==> config.mk <==
export PLATFORM = sky130hd
export DESIGN_NAME = write_router
export DESIGN_NICKNAME = d
export VERILOG_FILES = /design/src/logic/endpoint_pkg.sv /design/src/logic/write_router.sv
export VERILOG_INCLUDE_DIRS = /design/src /design/src/logic
export SDC_FILE = /design/constraint.sdc
export NUM_CORES = 1
export LEC_CHECK = 0
export ABC_AREA = 1
export BUFFER_PORTS_ARGS = -buffer_cell sky130_fd_sc_hd__buf_2
export CORE_AREA = 2 2 86 88
export CTS_BUF_LIST = sky130_fd_sc_hd__clkbuf_4 sky130_fd_sc_hd__clkbuf_8
export CTS_CLUSTER_SIZE = 12
export DETAILED_ROUTE_END_ITERATION = 10
export DIE_AREA = 0 0 88 90
export GPL_ROUTABILITY_DRIVEN = 0
export PLACE_DENSITY = 0.79
export REMOVE_ABC_BUFFERS = 1
export SLEW_MARGIN = 30
export SYNTH_ARGS = -nofsm -noshare
export SYNTH_HDL_FRONTEND = slang
export SYNTH_SLANG_ARGS = --single-unit
export TNS_END_PERCENT = 30
==> constraint.sdc <==
create_clock -name clock -period 2 [get_ports clock]
set_clock_uncertainty 0.1 [all_clocks]
set_input_delay 0.1 -clock clock [delete_from_list [all_inputs] [get_ports clock]]
set_output_delay 0.1 -clock clock [all_outputs]
set_load 0.005 [all_outputs]
==> src/logic/endpoint_defines.svh <==
// ------------------------------------------------------------------
// Register access endpoint widths and depths
// Shared by the package and every RTL block of the endpoint
// ------------------------------------------------------------------
`ifndef ENDPOINT_DEFINES_SVH
`define ENDPOINT_DEFINES_SVH

// Width of one data word on both ports and in the register file
`define DATA_WIDTH 32

// Width of a physical register address, 256 registers in all
`define REG_ADDR_WIDTH 8

// Width of a logical stream channel number
`define CHANNEL_WIDTH 6

// Number of entries in the I/O translation table
`define TABLE_DEPTH 64

`endif

==> src/logic/endpoint_pkg.sv <==
// ------------------------------------------------------------------
// Endpoint types
// Vector types for words, addresses and channels, and read FSM states
// ------------------------------------------------------------------
`include "endpoint_defines.svh"

package endpoint_pkg;

    typedef logic [`DATA_WIDTH-1:0] data_t;

    typedef logic [`REG_ADDR_WIDTH-1:0] reg_addr_t;

    typedef logic [`CHANNEL_WIDTH-1:0] channel_t;

    // Bus reads go through bus_read, stream reads wait one extra cycle
    typedef enum logic [1:0] {
        idle,
        bus_read,
        wait_read,
        stream_read
    } read_state_t;

endpackage

==> src/logic/write_router.sv <==
// ------------------------------------------------------------------
// Write router
// Selects stream or bus writes, registers them toward the register
// file, and holds the configuration word written at bus address 0
// ------------------------------------------------------------------
`include "endpoint_defines.svh"

module write_router (
    input  logic                            clock,
    input  logic                            reset,
    input  logic                            stream_write,
    input  endpoint_pkg::data_t             stream_write_data,
    input  endpoint_pkg::reg_addr_t         mapped_address,
    input  logic                            bus_write,
    input  endpoint_pkg::reg_addr_t         bus_write_addr,
    input  endpoint_pkg::data_t             bus_write_data,
    output logic                            reg_write,
    output endpoint_pkg::reg_addr_t         reg_write_addr,
    output endpoint_pkg::data_t             reg_write_data,
    output logic [`DATA_WIDTH/2-1:0]        n_channels,
    output logic [`DATA_WIDTH/2-1:0]        program_size
);

    logic stream_accept;
    logic bus_raw;
    logic bus_config;

    // The stream always wins, so a bus write in the same cycle is lost.
    // Unmapped channels resolve to address zero and are dropped here
    always_comb begin
        stream_accept = stream_write && (mapped_address != '0);
        bus_raw       = !stream_write && bus_write && (bus_write_addr != '0);
        bus_config    = !stream_write && bus_write && (bus_write_addr == '0);
    end

    always_ff @(posedge clock) begin
        if (!reset) begin
            reg_write    <= 1'b0;
            n_channels   <= '0;
            program_size <= '0;
        end else begin
            reg_write <= stream_accept || bus_raw;
            if (bus_config) begin
                // Low half is the channel count, high half the program size
                n_channels   <= bus_write_data[`DATA_WIDTH/2-1:0];
                program_size <= bus_write_data[`DATA_WIDTH-1:`DATA_WIDTH/2];
            end
        end
    end

    // Address and data only matter while reg_write is high
    always_ff @(posedge clock) begin
        if (stream_write) begin
            reg_write_addr <= mapped_address;
            reg_write_data <= stream_write_data;
        end else if (bus_write) begin
            reg_write_addr <= bus_write_addr;
            reg_write_data <= bus_write_data;
        end
    end

endmodule

; Word-level counts from Yosys, hierarchy flattened
; Cells that the tools add are included.
[word_totals]
out_inout_bits = 73
reg_bits = 73
in_bits = 84
elab_cells = 19
[op_classes]
reduce_logical = 10
muxes = 4
[ops]
columns = cell, count
row1 = $mux W32, 2
row2 = $mux W8, 2
row3 = $reduce_bool A8 Y1, 2
row4 = $logic_not A8 Y1, 1
row5 = $logic_and A1 B1 Y1, 4
row6 = $reduce_bool A2 Y1, 1
row7 = $logic_not A1 Y1, 1
row8 = $logic_or A1 B1 Y1, 1

; Depth between registers and ports, before layout
[depth]
depth_word = 4
depth_mapped = 7
mapped_depth_nobuf = 6

; Worst setup path after synthesis
; No wires, ideal clock.
[synth_timing]
kind = input to register
startpoint = input port stream_write
endpoint = register reg_write_addr[0] (enable)
cell_stages = 3
path_buffers = 1
arrival_time_ps = 1311
setup_time_ps = 398
slack_ps = 192
cell_sequence = buf_4 > clkinv_1 > nand2_1
[synth_between]
elab_chain_len = 1
[synth_lines]
columns = item, line_no
row1 = from (decl), write_router.sv:11  ; input logic stream_write,
row2 = $reduce_bool A2 Y1 (no line), --
row3 = to (signal assigned), write_router.sv:54  ; reg_write_addr <= mapped_address;
row4 = to (signal assigned), write_router.sv:57  ; reg_write_addr <= bus_write_addr;
row5 = to (decl), write_router.sv:18  ; output endpoint_pkg::reg_addr_t reg_write_addr,
; Every way passes these cells.
; A chain may end at the register's enable or synchronous reset.

; Worst setup path after layout
[layout_timing]
startpoint = input port bus_write_addr[4]
endpoint = register program_size[4]
[layout_between]
elab_chain_len = 2
[layout_lines]
columns = item, line_no
row1 = from (decl), write_router.sv:15  ; input endpoint_pkg::reg_addr_t bus_write_addr,
row2 = $logic_not A8 Y1, write_router.sv:33  ; bus_config = !stream_write && bus_write && (bus_write_addr == '0);
row3 = $logic_and A1 B1 Y1, write_router.sv:33
row4 = to (signal assigned), write_router.sv:46  ; program_size <= bus_write_data[`DATA_WIDTH-1:`DATA_WIDTH/2];
row5 = to (decl), write_router.sv:21  ; output logic [`DATA_WIDTH/2-1:0] program_size
; Every way passes these cells.

==> flow_metrics.py <==
metrics = {
    "detailed_routing": {
        "post-route-drc-count": 0,
        "wl_per_cell_um": 12.8,
        "vias": 3194,
        "first_pass_iters": 4,
        "routed_wl_um": 8640,
        "drt_first_iter_violations": 125,
        "ant_nets": 0,
        "via_per_inst": 4.72,
    },
    "critical_path": {
        "worstSetupPathType": "primary input to flop",
        "endpoint_kind": "flop",
        "regToRegSetupSlack_ns": 1.29,
        "path_buf_inv": 3,
        "critical_path.slowest_cell": "dlygate4sd3_1",
        "critPathRequiredTime_ns": 2.12,
        "path_delay_family": "buffers and inverters",
        "crit_path_start_kind": "primary input",
        "crit_chain": "dlygate4sd3_1 > buf_2 > nor2_1 > nand2_1 > nor2_8 > buf_4 > nand3_1 > nand2_1 > nor2_1",
        "critPathMaxFanout": 34,
        "max_stage_delay_ns": 0.54,
        "worstPathArrival_ns": 1.73,
    },
    "pwr": {
        "p_per_area_mw_per_mm2": 688,
        "power_leakage_nw": 2.34,
        "power_mw": 3.25,
        "ir_drop_uv": 547,
    },
    "clock_network": {
        "worstSkewPairLatency_ns": 0.32,
        "cts.sink_count": 73,
        "cts_tree": "done",
        "cts_max_level": 3,
        "clk_path_buf_depth": 2,
        "numCtsBuffers": 9,
        "cts_root_buf": "clkbuf_8",
        "clk_pin_slew_ns": 0.07,
    },
    "yosys": {
        "yosysUniqueCellTypes": 17,
        "ys_top_cells_by_area": "edfxtp_1 38%, dfxtp_1 21%, nand2_1 11%, a21oi_1 5.2%, o21ai_0 5.2%",
        "yosysSeqAreaShare_pct": 58.8,
        "yosysWarningCount": 0,
        "avgSynthCellArea_um2": 8.63,
        "synth_top_area_share_pct": 37.9,
        "synth_seq_cells": 73,
        "synthCells": 367,
        "yosys.area.top_type": "edfxtp_1",
        "syn_area_mm2": 0.00317,
    },
    "sta": {
        "fin_crit_sh_pct": 80.6,
        "fin_crit_ns": 1.61,
        "worst_pin_slew_ns": 0.647,
        "slew_headroom_pct": 56.8,
        "hold_viol": 0,
        "grt_setup_unrepaired": "false",
        "maxSlewViolCount": 0,
        "fmax_mhz": 620,
        "tns_ns": 0,
        "setup_viol": 0,
    },
    "grt": {
        "grt_pass1_vias": 3078,
        "grt_max_degree": 39,
        "grt_pass1_wl_um": 13800,
        "grt-ovfl-total": 0,
        "track_usage_pct": 22.0,
        "antenna_found_initial": 0,
    },
    "floorplan": {
        "initial_core_util_pct": 45.1,
        "die-area_mm2": 0.00792,
        "core_mm2": 0.00702,
        "rows": 31,
        "die_h_um": 90,
        "die_w_um": 88,
        "top_level_ports": 157,
    },
    "job": {
        "cap_violations": 0,
    },
    "placed_design": {
        "hpwlAfterDp_um": 5550,
        "port_buffers": 156,
    },
    "layout": {
        "layout.nets": 656,
        "area_growth_pct": 49.3,
        "fill_cells": 556,
        "drive_gt1_share_pct": 31.7,
        "num_antenna_cells": 0,
    },
    "status": {
        "status": "complete, no violations",
    },
    "worst_hold_path": {
        "min_path_type": "primary input to flop",
    },
}
==> sequential cells by signal (all words and copies together) (netlist names) <==
register        count
reg_write           1
n_channels         16
program_size       16
reg_write_data     32
reg_write_addr      8
==> cells by family after synthesis <==
group	synth area share, %
buf+inv	8.93
flops	58.8
compound gates	10.6
simple gates	21.7
==> cells in the mapped netlist <==
| master | number |
|---|---|
| buf_6 | 2 |
| o21ai_1 | 1 |
| edfxtp_1 | 40 |
| nor2_2 | 1 |
| inv_1 | 34 |
| nand3_1 | 32 |
| nor2_8 | 1 |
| clkbuf_1 | 8 |
| buf_4 | 11 |
| nand2_1 | 93 |
| buf_1 | 3 |
| nor2_1 | 40 |
| a21oi_1 | 33 |
| clkinv_1 | 1 |
| dfxtp_1 | 33 |
| buf_2 | 1 |
| o21ai_0 | 33 |
==> worst paths after layout <==
check,from,depth (start not counted),to
setup / recovery,bus_write_addr[4],9,program_size[4]
setup reg to reg,n_channels[14],2,n_channels[14]
hold reg to reg,n_channels[7],2,n_channels[7]
hold / removal,bus_write_data[15],5,n_channels[15]
==> per-stage QoR <==
stage	util [%]	hold slack (ns)	setup slack [ns]	cells	instance area (um2)
2_1_floorplan	-	0.109	0.149	342	3010
3_3_place_gp	56.8	0.277	0.652	605	3990
3_5_place_dp	56.8	0.285	0.593	605	3990
4_1_cts	67.3	0.000438	0.397	676	4730
5_1_grt	67.3	0.0142	0.273	676	4730
6_report	67.3	0.00978	0.388	676	4730
==> power breakdown <==
| group | internal (mW) | total [mW] | switching (mW) | leakage (nW) |
|---|---|---|---|---|
| Clock | 0.591 | 1.08 | 0.492 | 0.102 |
| Combinational | 0.238 | 0.462 | 0.224 | 1.56 |
| Sequential | 1.69 | 1.71 | 0.0217 | 0.678 |
==> worst min-delay path: stages <==
cell	delay (ns)
buf_2	0.08
inv_1	0.04
nand3_1	0.07
nand2_1	0.05
nor2_1	0.07
==> routing by layer <==
metal  wire length (um)  track usage [%]  up-vias  share of wire, %
met3                670             4.96       20               7.8
met1               3330             24.6     1430                39
met4                199             8.85        0               2.3
li1                   -                -     1597                 -
met5                  0                0        -                 0
met2               4440             39.3      147                51
==> what timing repair did <==
item / CTS / global route
hold buffers: 55 / 0
buffers inserted: 0 / 0
resized for setup: 0 / 0
endpoints found under the hold margin: 47 / 0
==> placed cells by master, fill, tap and decap left out, drive strengths merged <==
master / instances
nor2: 42
nand3: 32
edfxtp: 40
dlygate4sd3: 55
clkbuf: 16
buf: 164
a21oi: 33
clkinv: 1
nand2: 93
o21ai: 34
inv: 34
dfxtp: 33
==> area by class of cell <==
class                           instances  area (um2)  share of cell area [%]
Sequential cell                        73        1860                    39.4
Timing Repair Buffer                  219        1390                    29.4
Multi-Input combinational cell        234        1030                    21.8
Clock buffer                           16         189                    4.00
Inverter                               35         131                    2.78
Tap cell                               99         124                    2.62
Power figures use the tool's default switching activity.
