File: config.mk
export PLATFORM = sky130hd
export DESIGN_NAME = read_sequencer
export DESIGN_NICKNAME = d
export VERILOG_FILES = /design/src/logic/endpoint_pkg.sv /design/src/logic/read_sequencer.sv
export VERILOG_INCLUDE_DIRS = /design/src /design/src/logic
export SDC_FILE = /design/constraint.sdc
export NUM_CORES = 1
export LEC_CHECK = 0
export BUFFER_PORTS_ARGS = -buffer_cell sky130_fd_sc_hd__buf_2
export CAP_MARGIN = 15
export CORE_MARGIN = 4
export CORE_UTILIZATION = 43
export DETAILED_ROUTE_END_ITERATION = 10
export MAX_ROUTING_LAYER = met4
export PLACE_DENSITY = 0.76
export SYNTH_ARGS = -nofsm -noshare
export SYNTH_HDL_FRONTEND = slang
export SYNTH_SLANG_ARGS = --single-unit
File: constraint.sdc
create_clock -name clock -period 3.3 [get_ports clock]
set_clock_uncertainty 0.15 [all_clocks]
set_input_delay 0.66 -clock clock [delete_from_list [all_inputs] [get_ports clock]]
set_output_delay 0.66 -clock clock [all_outputs]
set_load 0.02 [all_outputs]
File: src/logic/endpoint_defines.svh
// ------------------------------------------------------------------
// Register access endpoint widths and depths
// Shared by the package and every RTL block of the endpoint
// ------------------------------------------------------------------
`ifndef ENDPOINT_DEFINES_SVH
`define ENDPOINT_DEFINES_SVH

// Width of one data word on both ports and in the register file
`define DATA_WIDTH 32

// Width of a physical register address, 256 registers in all
`define REG_ADDR_WIDTH 8

// Width of a logical stream channel number
`define CHANNEL_WIDTH 6

// Number of entries in the I/O translation table
`define TABLE_DEPTH 64

`endif

File: src/logic/endpoint_pkg.sv
// ------------------------------------------------------------------
// Endpoint types
// Vector types for words, addresses and channels, and read FSM states
// ------------------------------------------------------------------
`include "endpoint_defines.svh"

package endpoint_pkg;

    typedef logic [`DATA_WIDTH-1:0] data_t;

    typedef logic [`REG_ADDR_WIDTH-1:0] reg_addr_t;

    typedef logic [`CHANNEL_WIDTH-1:0] channel_t;

    // Bus reads go through bus_read, stream reads wait one extra cycle
    typedef enum logic [1:0] {
        idle,
        bus_read,
        wait_read,
        stream_read
    } read_state_t;

endpackage

File: src/logic/read_sequencer.sv
// ------------------------------------------------------------------
// Read sequencer
// Arbitrates bus and stream read requests, drives the register file
// read address and forms both read responses
// ------------------------------------------------------------------
`include "endpoint_defines.svh"

module read_sequencer (
    input  logic                            clock,
    input  logic                            reset,
    input  logic                            bus_read,
    input  endpoint_pkg::reg_addr_t         bus_read_addr,
    input  logic                            stream_read,
    input  endpoint_pkg::reg_addr_t         mapped_address,
    output endpoint_pkg::reg_addr_t         read_addr,
    input  endpoint_pkg::data_t             read_data,
    input  logic [`DATA_WIDTH/2-1:0]        n_channels,
    input  logic [`DATA_WIDTH/2-1:0]        program_size,
    output logic                            bus_read_valid,
    output endpoint_pkg::data_t             bus_read_data,
    output logic                            stream_read_valid,
    output endpoint_pkg::data_t             stream_read_data
);

    endpoint_pkg::read_state_t state;
    endpoint_pkg::reg_addr_t   read_addr_q;
    logic                      config_request;
    logic                      unmapped_request;

    // In idle the request address goes straight to the register file, so
    // its registered read data is ready in the cycle after the request.
    // Once busy, the latched address keeps the read stable
    always_comb begin
        if (state == endpoint_pkg::idle) begin
            read_addr = stream_read ? mapped_address : bus_read_addr;
        end else begin
            read_addr = read_addr_q;
        end
    end

    always_ff @(posedge clock) begin
        if (!reset) begin
            state             <= endpoint_pkg::idle;
            config_request    <= 1'b0;
            unmapped_request  <= 1'b0;
            bus_read_valid    <= 1'b0;
            stream_read_valid <= 1'b0;
        end else begin
            bus_read_valid    <= 1'b0;
            stream_read_valid <= 1'b0;
            case (state)
                endpoint_pkg::idle: begin
                    // Stream requests take priority over the bus
                    if (stream_read) begin
                        unmapped_request <= (mapped_address == '0);
                        state            <= endpoint_pkg::wait_read;
                    end else if (bus_read) begin
                        config_request <= (bus_read_addr == '0);
                        state          <= endpoint_pkg::bus_read;
                    end
                end
                endpoint_pkg::bus_read: begin
                    bus_read_valid <= 1'b1;
                    state          <= endpoint_pkg::idle;
                end
                endpoint_pkg::wait_read: begin
                    state <= endpoint_pkg::stream_read;
                end
                endpoint_pkg::stream_read: begin
                    stream_read_valid <= 1'b1;
                    state             <= endpoint_pkg::idle;
                end
                default: state <= endpoint_pkg::idle;
            endcase
        end
    end

    // Response payloads, qualified by the valids above
    always_ff @(posedge clock) begin
        if (state == endpoint_pkg::idle) begin
            read_addr_q <= read_addr;
        end
        if (state == endpoint_pkg::bus_read) begin
            if (config_request) begin
                bus_read_data <= {program_size, n_channels};
            end else begin
                bus_read_data <= read_data;
            end
        end
        if (state == endpoint_pkg::stream_read) begin
            // an unmapped channel still answers, with zero data
            stream_read_data <= unmapped_request ? '0 : read_data;
        end
    end

endmodule

# ---- Yosys cells after proc, flatten, opt, wreduce, memory -nomap -nowiden
# Cells that the tools add are included.
dict set report classes {
  muxes 8
  eq_ne 4
  bitwise_logic 1
  reduce_logical 6
}
# cell n
set ops {}
lappend ops {{two-way mux 32 bit} 1}
lappend ops {{zero test 8 bit} 2}
lappend ops {{two-way mux 8 bit} 2}
lappend ops {{one-hot mux 2 bit (3 select lines)} 1}
lappend ops {{== test 2 bit (second input constant)} 2}
lappend ops {{two-way mux 2 bit} 2}
lappend ops {{!= test 3 bit (second input constant)} 1}
lappend ops {{AND reduction 3 bit} 1}
lappend ops {{== test 2 x 1 -> 1 bit (second input constant)} 1}
lappend ops {{zero test 2 bit} 1}
lappend ops {{two-way mux 1 bit} 2}
lappend ops {{AND reduction 2 bit} 1}
lappend ops {{OR reduction 2 bit} 1}
lappend ops {{NOT 1 bit} 1}
dict set report word_totals {
  inputBits 84
  output_inout_bits 74
  wordCells 27
  ff_bits 78
}

# ---- Depth between registers and ports, before layout
dict set report depth {
  depth_word 3
  mapped_depth 5
  depth_no_buf 3
}

# ---- Least setup slack after synthesis
# No wires, ideal clock.
dict set report synth_path {
  path_type {reg-to-reg}
  startpoint {reg state[0]}
  endpoint {reg bus_read_data[0], enable pin}
  path_stages_with_launch 2
  required_ns 2.725
  path_buffers 0
  synth_period_minus_slack_ns 2.505
  slack_ns 0.795
  t_arrival_ns 1.931
  cell_sequence {dfxtp_1 nor2b_1}
}
dict set report synth_via {
  elab_chain_cells 1
}
# element line
set synth_rtl {}
lappend synth_rtl {{start, declared} read_sequencer.sv:25} ;# endpoint_pkg::read_state_t state;
lappend synth_rtl {{start signal, assigned} read_sequencer.sv:43} ;# state <= endpoint_pkg::idle;
lappend synth_rtl {{start signal, assigned} read_sequencer.sv:56} ;# state <= endpoint_pkg::wait_read;
lappend synth_rtl {{start signal, assigned} read_sequencer.sv:59} ;# state <= endpoint_pkg::bus_read;
lappend synth_rtl {{== test 2 x 1 -> 1 bit} read_sequencer.sv:83} ;# if (state == endpoint_pkg::bus_read) begin
lappend synth_rtl {{end signal, assigned} read_sequencer.sv:85} ;# bus_read_data <= {program_size, n_channels};
lappend synth_rtl {{end signal, assigned} read_sequencer.sv:87} ;# bus_read_data <= read_data;
lappend synth_rtl {{end, declared} read_sequencer.sv:20} ;# output endpoint_pkg::data_t bus_read_data,
# Every way passes these cells.
# A chain may end at the register's enable or synchronous reset.

# ---- Final worst setup path
dict set report layout_path {
  startpoint {reg state[1]}
  endpoint {out read_addr[5]}
}
dict set report layout_via {
  elab_chain_cells 2
}
# element line
set layout_rtl {}
lappend layout_rtl {{zero test 2 bit} read_sequencer.sv:34} ;# if (state == endpoint_pkg::idle) begin
lappend layout_rtl {{two-way mux 8 bit} read_sequencer.sv:34}
lappend layout_rtl {{end, declared} read_sequencer.sv:15} ;# output endpoint_pkg::reg_addr_t read_addr,
# Every way passes these cells.

==> flow_metrics.py <==
metrics = {
    "finish": {
        "area_growth_syn_to_layout_pct": 32.2,
        "antennaDiodeCount": 0,
        "ff_latch_area_mm2": 0.00228,
        "multi_input_area_um2": 862,
        "stdcell_area_mm2": 0.00426,
        "drive_gt1_share_pct": 49.5,
        "utilization_pct": 58.7,
        "fill_cells": 589,
        "fin_nets": 443,
        "final_cell_count_no_fill": 463,
    },
    "yosys": {
        "syn_area_per_cell_um2": 16.1,
        "syn_inst": 200,
        "synth_top_flop_cell": "edfxtp_1",
        "ys_top_cells_by_area": "edfxtp_1, mux2_1, nor2b_1, dfxtp_1, mux2i_1",
        "synth_area_leader_cell": "edfxtp_1",
        "ys_top_cells_by_count": "edfxtp_1, nor2b_1, mux2_1",
        "async_flop_share_pct": 0,
        "syn-cell-area_mm2": 0.00322,
        "yosys.area.top_type_share_pct": 67.2,
        "syn_nets": 284,
        "synth_cell_types": 23,
        "synth_edf_count": 72,
        "synth.most_common_cell": "edfxtp_1",
        "ys_ff_latch": 78,
        "yosysWarnings": 0,
        "ys_seq_area_share_pct": 70.9,
    },
    "floorplanning": {
        "coreArea_mm2": 0.00725,
        "die_h_um": 94.5,
        "rows": 31,
        "die_w_um": 94.5,
        "die_area_mm2": 0.00893,
        "initial_core_util_pct": 44.4,
        "boundaryPins": 158,
    },
    "placement": {
        "pre_cts_slack_ns": 0.979,
        "routabilityCongestion": 0.745,
        "port_buffers": 157,
        "post-dp-hpwl_um": 4990,
        "dp.cells": 447,
        "postPlaceCellArea_mm2": 0.00407,
    },
    "global_route": {
        "grt.overflow.total": 0,
        "grt.busiest_layer": "met2",
        "use_met2_pct": 26.8,
        "grtUsageMet1_pct": 17.3,
        "grt_usage_pct": 15.8,
        "grt_pass1_vias": 2122,
        "met3_usage_pct": 4.38,
        "grt_max_degree": 34,
        "antenna_found_initial": 0,
        "grt_pass1_wl_um": 10300,
    },
    "detailed_routing": {
        "vias": 2159,
        "drc_errors": 0,
        "wl_per_cell_um": 14.9,
        "drtIter0Drc": 58,
        "drt_wl_total_um": 6880,
        "dr.pass1.iters": 4,
        "ant_nets": 0,
        "vias_per_cell": 4.66,
    },
    "timing": {
        "tightest_slew_ns": 0.957,
        "tns_ns": 0,
        "setup_viol": 0,
        "rsz0062_at_grt": "no",
        "max_clock_freq_ghz": 0.392,
        "slew_viol_final": 0,
        "period_share_pct": 77.4,
        "relSlewSlack_pct": 36.1,
        "whs_ns": 0.416,
        "worst_slack_ns": 0.747,
        "finalCriticalPeriod_ns": 2.55,
        "finalHoldViolCount": 0,
    },
    "run": {
        "cap_viol_max_count": 0,
    },
    "worst_setup_path": {
        "crit_path_max_fanout": 26,
        "reg2regPathDepth": 1,
        "worstSetupStartpointType": "flop",
        "end_kind": "output pin",
        "worstPathRequired_ns": 2.49,
        "crit_type": "reg -> out",
        "arrival_ns": 1.74,
    },
    "cts": {
        "cts_buffers": 9,
        "cts_tree": "yes",
        "htree_levels": 3,
        "hold_buffers": 0,
        "cts_resized": 0,
        "clk_latency_ns": 0.33,
        "cts_buffer_depth": 2,
        "cts_setup_buffers": 0,
        "clk_pin_slew_ns": 0.08,
        "cts_root_buf": "clkbuf_8",
        "cts_sinks": 78,
    },
    "min_path": {
        "hold_depth": 2,
        "hold_path.class": "reg -> reg",
    },
    "power": {
        "powerDensity_mw_per_mm2": 488,
        "leakage_nw": 1.77,
        "vdd_drop_max_mv": 0.243,
        "p_total_mw": 2.08,
    },
    "outcome": {
        "status": "completed",
    },
}
==> flip-flops by register name, summed over array words and instances, names as in the netlist <==
| name | flops |
|---|---|
| stream_read_data | 32 |
| stream_read_valid | 1 |
| state | 2 |
| bus_read_data | 32 |
| read_addr_q | 8 |
| bus_read_valid | 1 |
| unmapped_request | 1 |
| config_request | 1 |
==> final timing paths <==
kind	startpoint	endpoint	slack (ns)
worst max-delay path	state[1]$_SDFFE_PN0P_	read_addr[5]	0.75
worst min register to register	state[0]$_SDFFE_PN0P_	bus_read_valid$_SDFF_PN0_	0.42
worst min-delay path	state[0]$_SDFFE_PN0P_	bus_read_valid$_SDFF_PN0_	0.42
worst max register to register	state[0]$_SDFFE_PN0P_	bus_read_data[20]$_DFFE_PP_	1.41
==> layer usage <==
metal / share of wire (%) / vias to the layer above
met5: 0 / -
li1: - / 1055
met4: 1.4 / 0
met1: 40 / 1000
met3: 9.2 / 8
met2: 49 / 96
==> where the power goes <==
| part | leakage (nW) | total, mW | switching, mW | internal (mW) |
|---|---|---|---|---|
| clock | 0.0964 | 0.676 | 0.332 | 0.344 |
| sequential | 0.712 | 1.15 | 0.0165 | 1.14 |
| combinational | 0.966 | 0.247 | 0.146 | 0.101 |
| total | 1.77 | 2.08 | 0.495 | 1.58 |
==> cells in the final DEF (no fill, tap or decap), drive strengths merged <==
master	netlist	routed
a21oi	10	10
a31o	1	1
and2	1	1
and3	2	2
buf	7	158
bufinv	0	1
clkbuf	3	9
clkinv	0	5
clkinvlp	0	1
dfxtp	6	6
edfxtp	72	72
inv	1	1
mux2	32	32
mux2i	8	8
nand2	3	3
nand2b	1	1
nand4	1	1
nor2	13	13
nor2b	33	33
nor4	4	4
nor4b	1	1
o21ai	1	1
==> worst max-delay path: stages, from the launching register on <==
cell and delay [ns]:
dfxtp_1 0.43, nor2_4 0.52, nor2_1 0.08, a21oi_1 0.19, buf_2 0.20
==> cells by family (layout without fill, tap and decap cells) <==
| group | count (synthesis) | in the layout | share of synthesized area [%] |
|---|---|---|---|
| and+or+nand+nor | 59 | 59 | 10.7 |
| buffers and inverters | 11 | 175 | 2.60 |
| muxes | 40 | 40 | 13.7 |
| DFF | 78 | 78 | 70.9 |
| AOI/OAI and AO/OA | 12 | 12 | 2.10 |
==> final cells by class <==
cell class	instances	area share [%]
Sequential cell	78	53.7
Clock inverter	7	1.53
Timing Repair Buffer	158	18.6
Inverter	1	0.0882
Clock buffer	9	2.91
Multi-Input combinational cell	111	20.3
Tap cell	99	2.91
Note: power is estimated with default switching activity, not from simulation.
