<file path="config.mk">
export PLATFORM = sky130hd
export DESIGN_NAME = translation_table
export DESIGN_NICKNAME = d
export VERILOG_FILES = /design/src/logic/endpoint_pkg.sv /design/src/logic/translation_table.sv
export VERILOG_INCLUDE_DIRS = /design/src /design/src/logic
export SDC_FILE = /design/constraint.sdc
export NUM_CORES = 1
export LEC_CHECK = 0
export BUFFER_PORTS_ARGS = -buffer_cell sky130_fd_sc_hd__buf_2
export CELL_PAD_IN_SITES_DETAIL_PLACEMENT = 2
export CELL_PAD_IN_SITES_GLOBAL_PLACEMENT = 2
export CORE_ASPECT_RATIO = 0.7
export CORE_MARGIN = 3
export CORE_UTILIZATION = 46
export CTS_CLUSTER_SIZE = 14
export DETAILED_ROUTE_END_ITERATION = 10
export MAX_ROUTING_LAYER = met4
export PLACE_DENSITY_LB_ADDON = 0.1
export SETUP_SLACK_MARGIN = 0.05
export SLEW_MARGIN = 15
export SYNTH_ARGS = -nofsm -noshare
export SYNTH_HDL_FRONTEND = slang
export SYNTH_SLANG_ARGS = --single-unit
</file>
<file path="constraint.sdc">
create_clock -name clock -period 6.68 [get_ports clock]
set_input_delay 0.668 -clock clock [delete_from_list [all_inputs] [get_ports clock]]
set_output_delay 0.668 -clock clock [all_outputs]
set_load 0.01 [all_outputs]
</file>
<file path="src/logic/endpoint_defines.svh">
// ------------------------------------------------------------------
// Register access endpoint widths and depths
// Shared by the package and every RTL block of the endpoint
// ------------------------------------------------------------------
`ifndef ENDPOINT_DEFINES_SVH
`define ENDPOINT_DEFINES_SVH

// Width of one data word on both ports and in the register file
`define DATA_WIDTH 32

// Width of a physical register address, 256 registers in all
`define REG_ADDR_WIDTH 8

// Width of a logical stream channel number
`define CHANNEL_WIDTH 6

// Number of entries in the I/O translation table
`define TABLE_DEPTH 64

`endif

</file>
<file path="src/logic/endpoint_pkg.sv">
// ------------------------------------------------------------------
// Endpoint types
// Vector types for words, addresses and channels, and read FSM states
// ------------------------------------------------------------------
`include "endpoint_defines.svh"

package endpoint_pkg;

    typedef logic [`DATA_WIDTH-1:0] data_t;

    typedef logic [`REG_ADDR_WIDTH-1:0] reg_addr_t;

    typedef logic [`CHANNEL_WIDTH-1:0] channel_t;

    // Bus reads go through bus_read, stream reads wait one extra cycle
    typedef enum logic [1:0] {
        idle,
        bus_read,
        wait_read,
        stream_read
    } read_state_t;

endpackage

</file>
<file path="src/logic/translation_table.sv">
// ------------------------------------------------------------------
// I/O translation table
// Maps logical stream channels to physical register addresses
// ------------------------------------------------------------------
`include "endpoint_defines.svh"

module translation_table (
    input  logic                   clock,
    input  logic                   reset,
    input  logic                   map_valid,
    input  endpoint_pkg::channel_t map_channel,
    input  endpoint_pkg::reg_addr_t map_address,
    input  endpoint_pkg::channel_t write_channel,
    input  endpoint_pkg::channel_t read_channel,
    output endpoint_pkg::reg_addr_t write_address,
    output endpoint_pkg::reg_addr_t read_address
);

    endpoint_pkg::reg_addr_t entries [`TABLE_DEPTH];

    // After reset every channel points at the register of the same number.
    // A zero entry marks the channel as unmapped
    always_ff @(posedge clock) begin
        if (!reset) begin
            for (int i = 0; i < `TABLE_DEPTH; i++) begin
                entries[i] <= endpoint_pkg::reg_addr_t'(i);
            end
        end else if (map_valid) begin
            entries[map_channel] <= map_address;
        end
    end

    // Separate lookups so a stream write and a stream read can resolve
    // in the same cycle
    always_comb begin
        write_address = entries[write_channel];
        read_address  = entries[read_channel];
    end

endmodule

</file>
==> Yosys cells after proc, flatten, opt, wreduce, memory -nomap -nowiden <==
Memories as Yosys holds them, arrays and structs flattened.
Index checks and enable logic that the tools add are counted.
{ "totals": {"n_memories": 1, "in_bits": 29, "mem_bits_rw": 512, "regBits": 0} }
{ "memory_table": {"columns": ["name", "words", "width", "rd", "rd_ports_with_merged_regs", "write_ports", "line_no", "rtl"], "rows": [
  ["entries", 64, 8, 2, 0, 64, "translation_table.sv:19", "endpoint_pkg::reg_addr_t entries [`TABLE_DEPTH];"]
]} }
{ "classes": {"mux": 7, "n_reduce_logical": 1} }
{ "ops": {"columns": ["cell", "count"], "rows": [
  ["8-bit 2-to-1 mux", 1],
  ["8-bit OR reduction", 1],
  ["6-bit 2-to-1 mux", 1],
  ["1-bit 2-to-1 mux", 5]
]} }

==> Longest topological paths before layout <==
Gate-level depths: netlist of the first run.
{ "depth": {"word_depth": 5, "mapped_depth": 9} }

==> Worst setup path after synthesis of the first run <==
OpenSTA, ideal clock, no wires.
{ "synth_timing": {"path_kind": "input to output", "start": "in read_channel[0]", "end": "out read_address[3]", "path_buffers": 3, "arrival_ns": 2.247, "stages": 6, "slack_ns": 3.765, "path_cell_list": "buf_4 buf_4 buf_4 mux4_2 a221oi_1 o21ai_0"} }
{ "synth_between": {"elab_chain_len": 1} }
{ "synth_rtl": {"columns": ["element", "line_no", "rtl"], "rows": [
  ["from (decl)", "translation_table.sv:14", "input endpoint_pkg::channel_t read_channel,"],
  ["memory read 64 x 8 bit", null, null],
  ["to (decl)", "translation_table.sv:16", "output endpoint_pkg::reg_addr_t read_address"]
]} }
No other way between the ends.

==> Worst setup path in the final report of the first run <==
{ "layout_timing": {"start": "in write_channel[0]", "end": "out write_address[3]"} }
{ "layout_between": {"elab_chain_len": 1} }
{ "layout_rtl": {"columns": ["element", "line_no", "rtl"], "rows": [
  ["from (decl)", "translation_table.sv:13", "input endpoint_pkg::channel_t write_channel,"],
  ["memory read 64 x 8 bit", null, null],
  ["to (decl)", "translation_table.sv:15", "output endpoint_pkg::reg_addr_t write_address,"]
]} }
No other way between the ends.

==> flow_summary_export.csv, run 1 <==
group,metric,value,unit
placed_design,buffer_ports.inserted,44,
pwr,switching_share_of_power,26.6,%
synth,warnings_from_yosys,0,
cells_and_area,fin_nets,1927,
pwr,combPwrFrac,13.0,%
cells_and_area,drive_above_1_share,24.9,%
global_route,initial_antenna_violation_count,7,
routing,ant_nets,0,
sta,layout_worst_path_cycle_share,66.0,%
die,design.die.area,64400,um^2
placed_design,gp_routability_congestion,0.861,
synth,ys_seq_elements,512,
die,die_h,213,um
sta,setup_viol,0,
worst_setup_path,worstPathRequired,6010,ps
placed_design,placed_area,29100,um^2
sta,timing.setup.tns,0,ps
global_route,pin_count_of_the_biggest_net_entering_global_routing,68,
routing,finalWirelength,104,mm
synth,count_of_flip_flops_with_a_built_in_enable_after_synthesis,512,
cells_and_area,num-fill-cells,5480,
synth,synth_cells,1946,
routing,detail_route.wl_per_cell,37.7,um
synth,seq_area_frac_synth,54.5,%
placed_design,place.detailed.hpwl,67.8,mm
pwr,vdd_drop_max,0.155,mV
clocking,cts_post_setup_buffers_inserted,0,
worst_setup_path,path_class,"input port to output port",
min_path,holdPathStages,4,
die,dieWidth,302,um
flow_run,cap_violations,0,
pwr,total_switching_power,2.08,mW
clocking,cts_tree,"done",
sta,fmax,227,MHz
synth,yosys_most_used_dff,"sky130_fd_sc_hd__edfxtp_1",
sta,worst_pin_slew,1160,ps
min_path,min-delay-start,"map_channel[1]",
die,placementRows,75,
min_path,hold_path.class,"input port to flop",
run_status,status,"finished clean",
synth,syn_area_per_cell,14.5,um^2
synth,synth_cell_types,45,
global_route,number_of_global_route_vias_before_repair,19495,
sta,maxSlewHeadroom,22.3,%
sta,final_hold_viol_count,0,
min_path,hold_path_end,"entries[8][3]$_SDFFCE_PN1P_",
cells_and_area,area_delta_synth_final,9.07,%
cells_and_area,mostFrequentLayoutCell,"sky130_fd_sc_hd__edfxtp_1",
worst_setup_path,critPathMaxFanout,67,
pwr,cellInternalPower,5.74,mW
cells_and_area,largest_registers,"entries x512",
clocking,cts_hold_buffers,0,
die,initial_standard_cell_utilization_of_the_core,46.8,%
clocking,clock_path_buffers,3,
clocking,cts.reportedPaths.clkPinSlew,70,ps
global_route,grtUsageTotal,33.5,%
cells_and_area,largest-register,"entries",
routing,vias,18995,
sta,rsz0062_at_grt,"no",
routing,vias_per_cell,6.90,
global_route,grt_remaining_overflow,0,
routing,drt_iter0_drc,2666,
pwr,clockPowerShare,38.2,%
worst_setup_path,setup.worst_path.end_class,"output port",
worst_setup_path,critical_path_source_type,"input port",
cells_and_area,design_area,30800,um^2
die,design.portCount,45,
worst_setup_path,cp.arrival,3740,ps
sta,final_max_slew_viol_count,0,
cells_and_area,largest_register_ff_count,512,
cells_and_area,layout.cells.most_common_list,"512 x sky130_fd_sc_hd__edfxtp_1, 324 x sky130_fd_sc_hd__and2_1, 251 x sky130_fd_sc_hd__mux4_2",
synth,share_of_synthesized_registers_carrying_an_async_set_or_reset,0,%
clocking,cts_made_buffers,53,
clocking,clkSinkCount,512,
clocking,cts_htree_levels,2,
die,coreArea,60300,um^2
clocking,cts_resized,0,
synth,synth.cell_area,28200,um^2
pwr,p_leak,10.0,nW
clocking,clock-root-buffer,"sky130_fd_sc_hd__clkbuf_16",
routing,drtPass1Iterations,5,
global_route,grt_first_pass_wirelength,148,mm
pwr,pwr_density_cell,254,nW/um^2
pwr,sequential_group_share_of_total_power,48.8,%
sta,min_period,4410,ps
routing,remaining_drcs,0,
synth,postSynthNetCount,1975,
[logic make-up after synthesis]
kind of cell / count (synthesis) / share of synthesized area [%]
buffers and inverters: 224 / 3.52
muxes: 356 / 23.9
DFF: 512 / 54.5
AOI/OAI and AO/OA: 173 / 3.87
and+or+nand+nor: 681 / 14.2
[how the worst max path moves through the flow]
| stage | start | slack (ps) | cells past startpoint | to |
|---|---|---|---|---|
| 2_1_floorplan | read_channel[0] | 3760 | 6 | read_address[3] |
| 3_3_place_gp | write_channel[0] | 2320 | 7 | write_address[7] |
| 3_5_place_dp | write_channel[0] | 2280 | 8 | write_address[2] |
| 4_1_cts | write_channel[0] | 2280 | 8 | write_address[2] |
| 5_1_grt | write_channel[0] | 2080 | 8 | write_address[2] |
| 6_report | write_channel[0] | 2270 | 7 | write_address[3] |
[synth_stat cells (all sizes together) (6+ instances only)]
cell,count,share of area (%)
a21oi,9,0.16
buf,72,1.5
and3,6,0.13
a211oi,6,0.16
o22ai,11,0.24
mux2i,70,2.5
mux4,251,20
o221ai,21,0.65
edfxtp,512,54
nand2b,18,0.40
o21ai,91,1.6
clkbuf,150,2.0
nand3b,7,0.19
nor3,6,0.11
and2,324,7.2
nand2,17,0.23
nor2b,11,0.24
mux2,35,1.4
nor2,73,0.97
or3,185,4.1
a22oi,11,0.29
nand3,23,0.41
[power by group through the flow]
stage	Sequential (mW)	Clock (mW)	Combinational [mW]
2_1_floorplan	3.81	0	0.612
3_3_place_gp	3.86	0	0.978
3_5_place_dp	3.88	0	0.997
4_1_cts	3.81	3.01	1.00
5_1_grt	3.83	3.14	1.05
6_report	3.82	2.99	1.02
[routing by layer]
metal | global-route usage (%) | wire length, um | vias up
li1 | - | - | 7526
met1 | 50.1 | 45600 | 10335
met2 | 48.0 | 46100 | 1008
met3 | 6.53 | 10300 | 126
met4 | 6.19 | 1780 | 0
met5 | - | 0 | -
[critical path, stage by stage]
cell                       delay, ps
sky130_fd_sc_hd__clkbuf_8        640
sky130_fd_sc_hd__buf_4           570
sky130_fd_sc_hd__mux4_2          370
sky130_fd_sc_hd__a22oi_1         120
sky130_fd_sc_hd__and3_1          230
sky130_fd_sc_hd__o32ai_1         700
sky130_fd_sc_hd__buf_2           270
[cell type report]
type	instances	area [um^2]	share of cell area (%)
Clock inverter	30	238	0.772
Timing Repair Buffer	119	855	2.78
Inverter	2	7.51	0.0244
Multi-Input combinational cell	1210	11900	38.6
Antenna cell	5	12.5	0.0406
Sequential cell	512	15400	49.9
Clock buffer	66	1420	4.60
Tap cell	808	1010	3.28
[per-stage QoR]
| stage | cells | worst slack, ps | utilization, % | hold slack [ps] | power (mW) |
|---|---|---|---|---|---|
| after CTS | 2747 | 2280 | 51.0 | 671 | 7.82 |
| after floorplan | 1946 | 3760 | - | 915 | 4.42 |
| after global routing | 2751 | 2080 | 51.0 | 706 | 8.02 |
| final | 2752 | 2270 | 51.0 | 696 | 7.83 |
| after global placement | 2651 | 2320 | 48.2 | 1260 | 4.83 |
| after detailed placement | 2651 | 2280 | 48.2 | 1310 | 4.88 |
Note: power is estimated with default switching activity, not from simulation.
==> inputs of run 2 (changes only) <==
- clock period: 6.68 -> 4.15 ns (I/O delays scaled with it)
==> run 2 against run 1 <==
Effect of this change:
- non-clock buffer count grew 64
- largest cell class unchanged
- global-route usage grew 1.8 points
- largest power group unchanged
- cell count grew 2.3%
==> flow_summary_export.csv, run 2 (synthesis gave the netlist of run 1 again) <==
group,metric,value,unit
clocking,cts_made_buffers,52,
global_route,pin_count_of_the_biggest_net_entering_global_routing,65,
worst_setup_path,critical_path.n_buffers_inverters,4,
worst_setup_path,setup.worst_path.end_class,"output port",
placed_design,buffer_ports.inserted,44,
die,placementRows,75,
worst_setup_path,crit_chain,"clkbuf_8, buf_4, buf_4, mux4_2, o21ai_0, o21ai_0, a22oi_1, nand2_1, buf_2",
sta,setup_viol,0,
placed_design,place.detailed.hpwl,75.7,mm
clocking,cts.reportedPaths.clkPinSlew,70,ps
cells_and_area,finalNonFillerCells,2814,
pwr,pwr_density_cell,406,nW/um^2
worst_setup_path,cp.arrival,3260,ps
sta,final_hold_viol_count,0,
pwr,p_leak,10.4,nW
cells_and_area,multiInputGateArea,11900,um^2
routing,detail_route.wl_per_cell,38.8,um
placed_design,placed_cells,2715,
min_path,hold_path.class,"input port to flop",
clocking,cts_resized,0,
global_route,initial_antenna_violation_count,7,
routing,vias,19574,
routing,drtPass1Iterations,5,
cells_and_area,num-fill-cells,5484,
flow_run,cap_violations,0,
cells_and_area,mostFrequentLayoutCell,"sky130_fd_sc_hd__edfxtp_1",
sta,timing.setup.tns,0,ps
cells_and_area,ff_latch_area,15400,um^2
routing,drt_iter0_drc,2937,
sta,fmax,272,MHz
clocking,clock_path_buffers,3,
clocking,clkSinkCount,512,
cells_and_area,layout.cells.most_common_list,"512 x sky130_fd_sc_hd__edfxtp_1, 324 x sky130_fd_sc_hd__and2_1, 251 x sky130_fd_sc_hd__mux4_2",
clocking,clock-root-buffer,"sky130_fd_sc_hd__clkbuf_16",
run_status,status,"finished clean",
routing,ant_nets,0,
die,coreArea,60300,um^2
sta,final_max_slew_viol_count,0,
worst_setup_path,critPathMaxFanout,36,
cells_and_area,largest_register_ff_count,512,
worst_setup_path,worstPathRequired,3730,ps
sta,maxSlewHeadroom,14.3,%
routing,remaining_drcs,0,
worst_setup_path,timing.critical_path.max_delay_family,"buffers and inverters",
global_route,grtUsageTotal,35.3,%
worst_setup_path,path_class,"input port to output port",
die,die_h,213,um
global_route,grt_first_pass_wirelength,156,mm
clocking,cts_post_setup_buffers_inserted,0,
global_route,number_of_global_route_vias_before_repair,20216,
die,dieWidth,302,um
cells_and_area,fin_nets,1990,
sta,layout_worst_path_cycle_share,88.6,%
global_route,grt_remaining_overflow,0,
routing,finalWirelength,109,mm
cells_and_area,largest_registers,"entries x512",
clocking,cts_hold_buffers,0,
pwr,vdd_drop_max,0.279,mV
clocking,cts_tree,"done",
sta,rsz0062_at_grt,"no",
placed_design,gp_routability_congestion,0.913,
worst_setup_path,critical_path_source_type,"input port",
routing,vias_per_cell,6.96,
worst_setup_path,crit_path_top_delay_cell,"sky130_fd_sc_hd__mux4_2",
cells_and_area,area_delta_synth_final,11.1,%
pwr,fin_total_pwr,12.7,mW
worst_setup_path,critPathMaxStageDelay,580,ps
clocking,cts_htree_levels,2,
sta,worst_pin_slew,1290,ps
die,design.portCount,45,
die,design.die.area,64400,um^2
die,initial_standard_cell_utilization_of_the_core,46.8,%
sta,min_period,3680,ps
cells_and_area,largest-register,"entries",
cells_and_area,drive_above_1_share,27.3,%
-- run 2: area by class of cell --
class	count	area share (%)
clock buffers	63	4.35
inverters	2	0.0239
well taps	808	3.22
clock inverters	32	0.938
repair buffers	183	4.56
flip-flops and latches	512	49.0
multi-input cells	1210	37.8
diodes	4	0.0319
-- run 2: worst paths after layout --
path | from | end | slack (ps) | cells after the start
max | write_channel[0] | write_address[4] | 470 | 9
min | map_channel[2] | entries[8][3]$_SDFFCE_PN1P_ | 440 | 4
-- run 2: power breakdown --
part / total [mW] / internal (mW) / switching [mW]
registers: 6.16 / 5.96 / 0.198
clock network: 4.85 / 2.70 / 2.15
logic: 1.73 / 0.675 / 1.05
total: 12.7 / 9.33 / 3.40
-- run 2: metal layers --
metal | part of all wire (%) | global-route usage [%]
met5 | 0 | -
met2 | 45 | 52.5
met3 | 10 | 6.03
met4 | 2.1 | 7.21
met1 | 42 | 51.4
-- run 2: stage by stage --
step	setup slack, ps	area (um^2)	utilization, %	hold WS (ps)
floorplan	1560	28200	-	662
global placement	534	29700	49.2	992
detailed placement	558	29700	49.2	1040
CTS	494	31300	51.9	399
global route	352	31300	52.0	431
finish	473	31400	52.0	436
==> inputs of run 3 (changes only) <==
- clock period: 4.15 -> 4.1 ns (I/O delays scaled with it)
==> run 3 against run 2 <==
Effect of this change:
- global-route usage decreased by 0.84 points
- non-clock buffer count fell by 2
- critical path depth decreased by 1
- routed wire length is 2.5% lower
- sequential power increased by 1%
- clock power decreased by 6.8%
- total power is 2.0% lower
- sequential share of layout area grew 0.25 points
- combinational power is essentially flat
- utilization is 0.26 points lower
- largest cell class unchanged
==> flow_summary_export.csv, run 3 (synthesis gave the netlist of run 1 again) <==
group,metric,value,unit
run_status,status,"finished clean",
sta,final_hold_viol_count,0,
cells_and_area,finalNonFillerCells,2806,
global_route,pin_count_of_the_biggest_net_entering_global_routing,57,
clocking,cts_htree_levels,2,
cells_and_area,drive_above_1_share,27.0,%
sta,rsz0062_at_grt,"no",
clocking,cts.reportedPaths.clkPinSlew,60,ps
worst_setup_path,critPathMaxFanout,49,
clocking,cts_resized,0,
pwr,vdd_drop_max,0.296,mV
clocking,cts_post_setup_buffers_inserted,0,
routing,ant_nets,0,
cells_and_area,area_delta_synth_final,10.5,%
worst_setup_path,setup.worst_path.end_class,"output port",
clocking,clock_path_buffers,3,
worst_setup_path,cp.arrival,3300,ps
sta,fmax,269,MHz
cells_and_area,fin_nets,1989,
pwr,pwr_density_cell,400,nW/um^2
worst_setup_path,critical_path_source_type,"input port",
die,die_h,213,um
clocking,clock-root-buffer,"sky130_fd_sc_hd__clkbuf_16",
worst_setup_path,timing.critical_path.max_delay_family,"buffers and inverters",
global_route,number_of_global_route_vias_before_repair,19861,
flow_run,cap_violations,0,
die,placementRows,75,
min_path,hold_path.class,"input port to flop",
routing,vias,19281,
pwr,total_switching_power,3.35,mW
routing,finalWirelength,106,mm
worst_setup_path,critPathMaxStageDelay,550,ps
routing,drtPass1Iterations,5,
clocking,cts_made_buffers,53,
clocking,cts_hold_buffers,0,
die,design.portCount,45,
worst_setup_path,crit_chain,"clkbuf_8, buf_4, mux4_2, mux2i_1, a21oi_1, a22oi_1, nand2_1, buf_2",
worst_setup_path,critical_path.endpoint,"write_address[4]",
worst_setup_path,worstPathRequired,3690,ps
worst_setup_path,critical_path.n_buffers_inverters,3,
cells_and_area,largest_registers,"entries x512",
placed_design,placed_cells,2713,
global_route,grtUsageTotal,34.4,%
pwr,clockPowerShare,36.2,%
die,dieWidth,302,um
cells_and_area,largest-register,"entries",
sta,timing.setup.tns,0,ps
sta,setup_viol,0,
sta,maxSlewHeadroom,26.7,%
pwr,p_leak,10.3,nW
cells_and_area,largest_register_ff_count,512,
pwr,sequential_group_share_of_total_power,49.9,%
global_route,grt_first_pass_wirelength,153,mm
worst_setup_path,crit_path_top_delay_cell,"sky130_fd_sc_hd__clkbuf_8",
sta,worst_pin_slew,1100,ps
die,coreArea,60300,um^2
cells_and_area,layout.cells.most_common_list,"512 x sky130_fd_sc_hd__edfxtp_1, 324 x sky130_fd_sc_hd__and2_1, 251 x sky130_fd_sc_hd__mux4_2",
sta,timing.hold.ws,384,ps
routing,remaining_drcs,0,
clocking,clkSinkCount,512,
pwr,switching_share_of_power,26.9,%
die,initial_standard_cell_utilization_of_the_core,46.8,%
sta,layout_worst_path_cycle_share,90.6,%
sta,final_max_slew_viol_count,0,
placed_design,gp_routability_congestion,0.933,
die,design.die.area,64400,um^2
routing,vias_per_cell,6.87,
worst_setup_path,worstSetupStartpoint,"write_channel[0]",
worst_setup_path,worstSetupPathDepth,8,
pwr,cellInternalPower,9.13,mW
clocking,cts_tree,"done",
worst_setup_path,path_class,"input port to output port",
pwr,combPwrFrac,13.9,%
placed_design,buffer_ports.inserted,44,
routing,drt_iter0_drc,2760,
cells_and_area,mostFrequentLayoutCell,"sky130_fd_sc_hd__edfxtp_1",
global_route,initial_antenna_violation_count,8,
placed_design,place.detailed.hpwl,74.8,mm
sta,min_period,3710,ps
routing,detail_route.wl_per_cell,37.9,um
global_route,grt_remaining_overflow,0,
## run 3: metal layers
layer	routed length (um)	GRT usage, %
met4	2250	7.18
met1	45700	51.5
met3	11300	5.76
met5	0	-
met2	47300	49.8
## run 3: worst min-delay path by stage
stage	start	to	slack [ps]	depth (start not counted)
floorplan	map_channel[2]	entries[8][3]$_SDFFCE_PN1P_	660	2
global placement	reset	entries[16][3]$_SDFFCE_PN0P_	970	2
detailed placement	reset	entries[16][3]$_SDFFCE_PN0P_	980	2
CTS	reset	entries[16][4]$_SDFFCE_PN1P_	340	2
global route	reset	entries[16][4]$_SDFFCE_PN1P_	370	2
finish	reset	entries[16][4]$_SDFFCE_PN1P_	380	2
## run 3: power groups by stage
stage | clock [mW] | sequential (mW) | combinational [mW]
after detailed placement | 0 | 6.33 | 1.69
after global placement | 0 | 6.29 | 1.65
after global routing | 4.74 | 6.25 | 1.79
after floorplan | 0 | 6.21 | 0.997
final | 4.52 | 6.23 | 1.73
after CTS | 4.57 | 6.22 | 1.70
## run 3: layout make-up
class	instances	area (um^2)
Inverter	2	7.51
Multi-Input combinational cell	1210	11900
Tap cell	808	1010
Clock buffer	67	1380
Antenna cell	2	5.00
Clock inverter	24	131
Timing Repair Buffer	181	1420
Sequential cell	512	15400
Fill cell	5491	29100
## run 3: metrics by stage
stage / util, % / cell area, um^2 / power, mW / setup WS [ps]
floorplan: - / 28200 / 7.21 / 1510
global placement: 49.2 / 29700 / 7.94 / 464
detailed placement: 49.2 / 29700 / 8.01 / 343
CTS: 51.7 / 31200 / 12.5 / 332
global route: 51.7 / 31200 / 12.8 / 316
finish: 51.7 / 31200 / 12.5 / 387
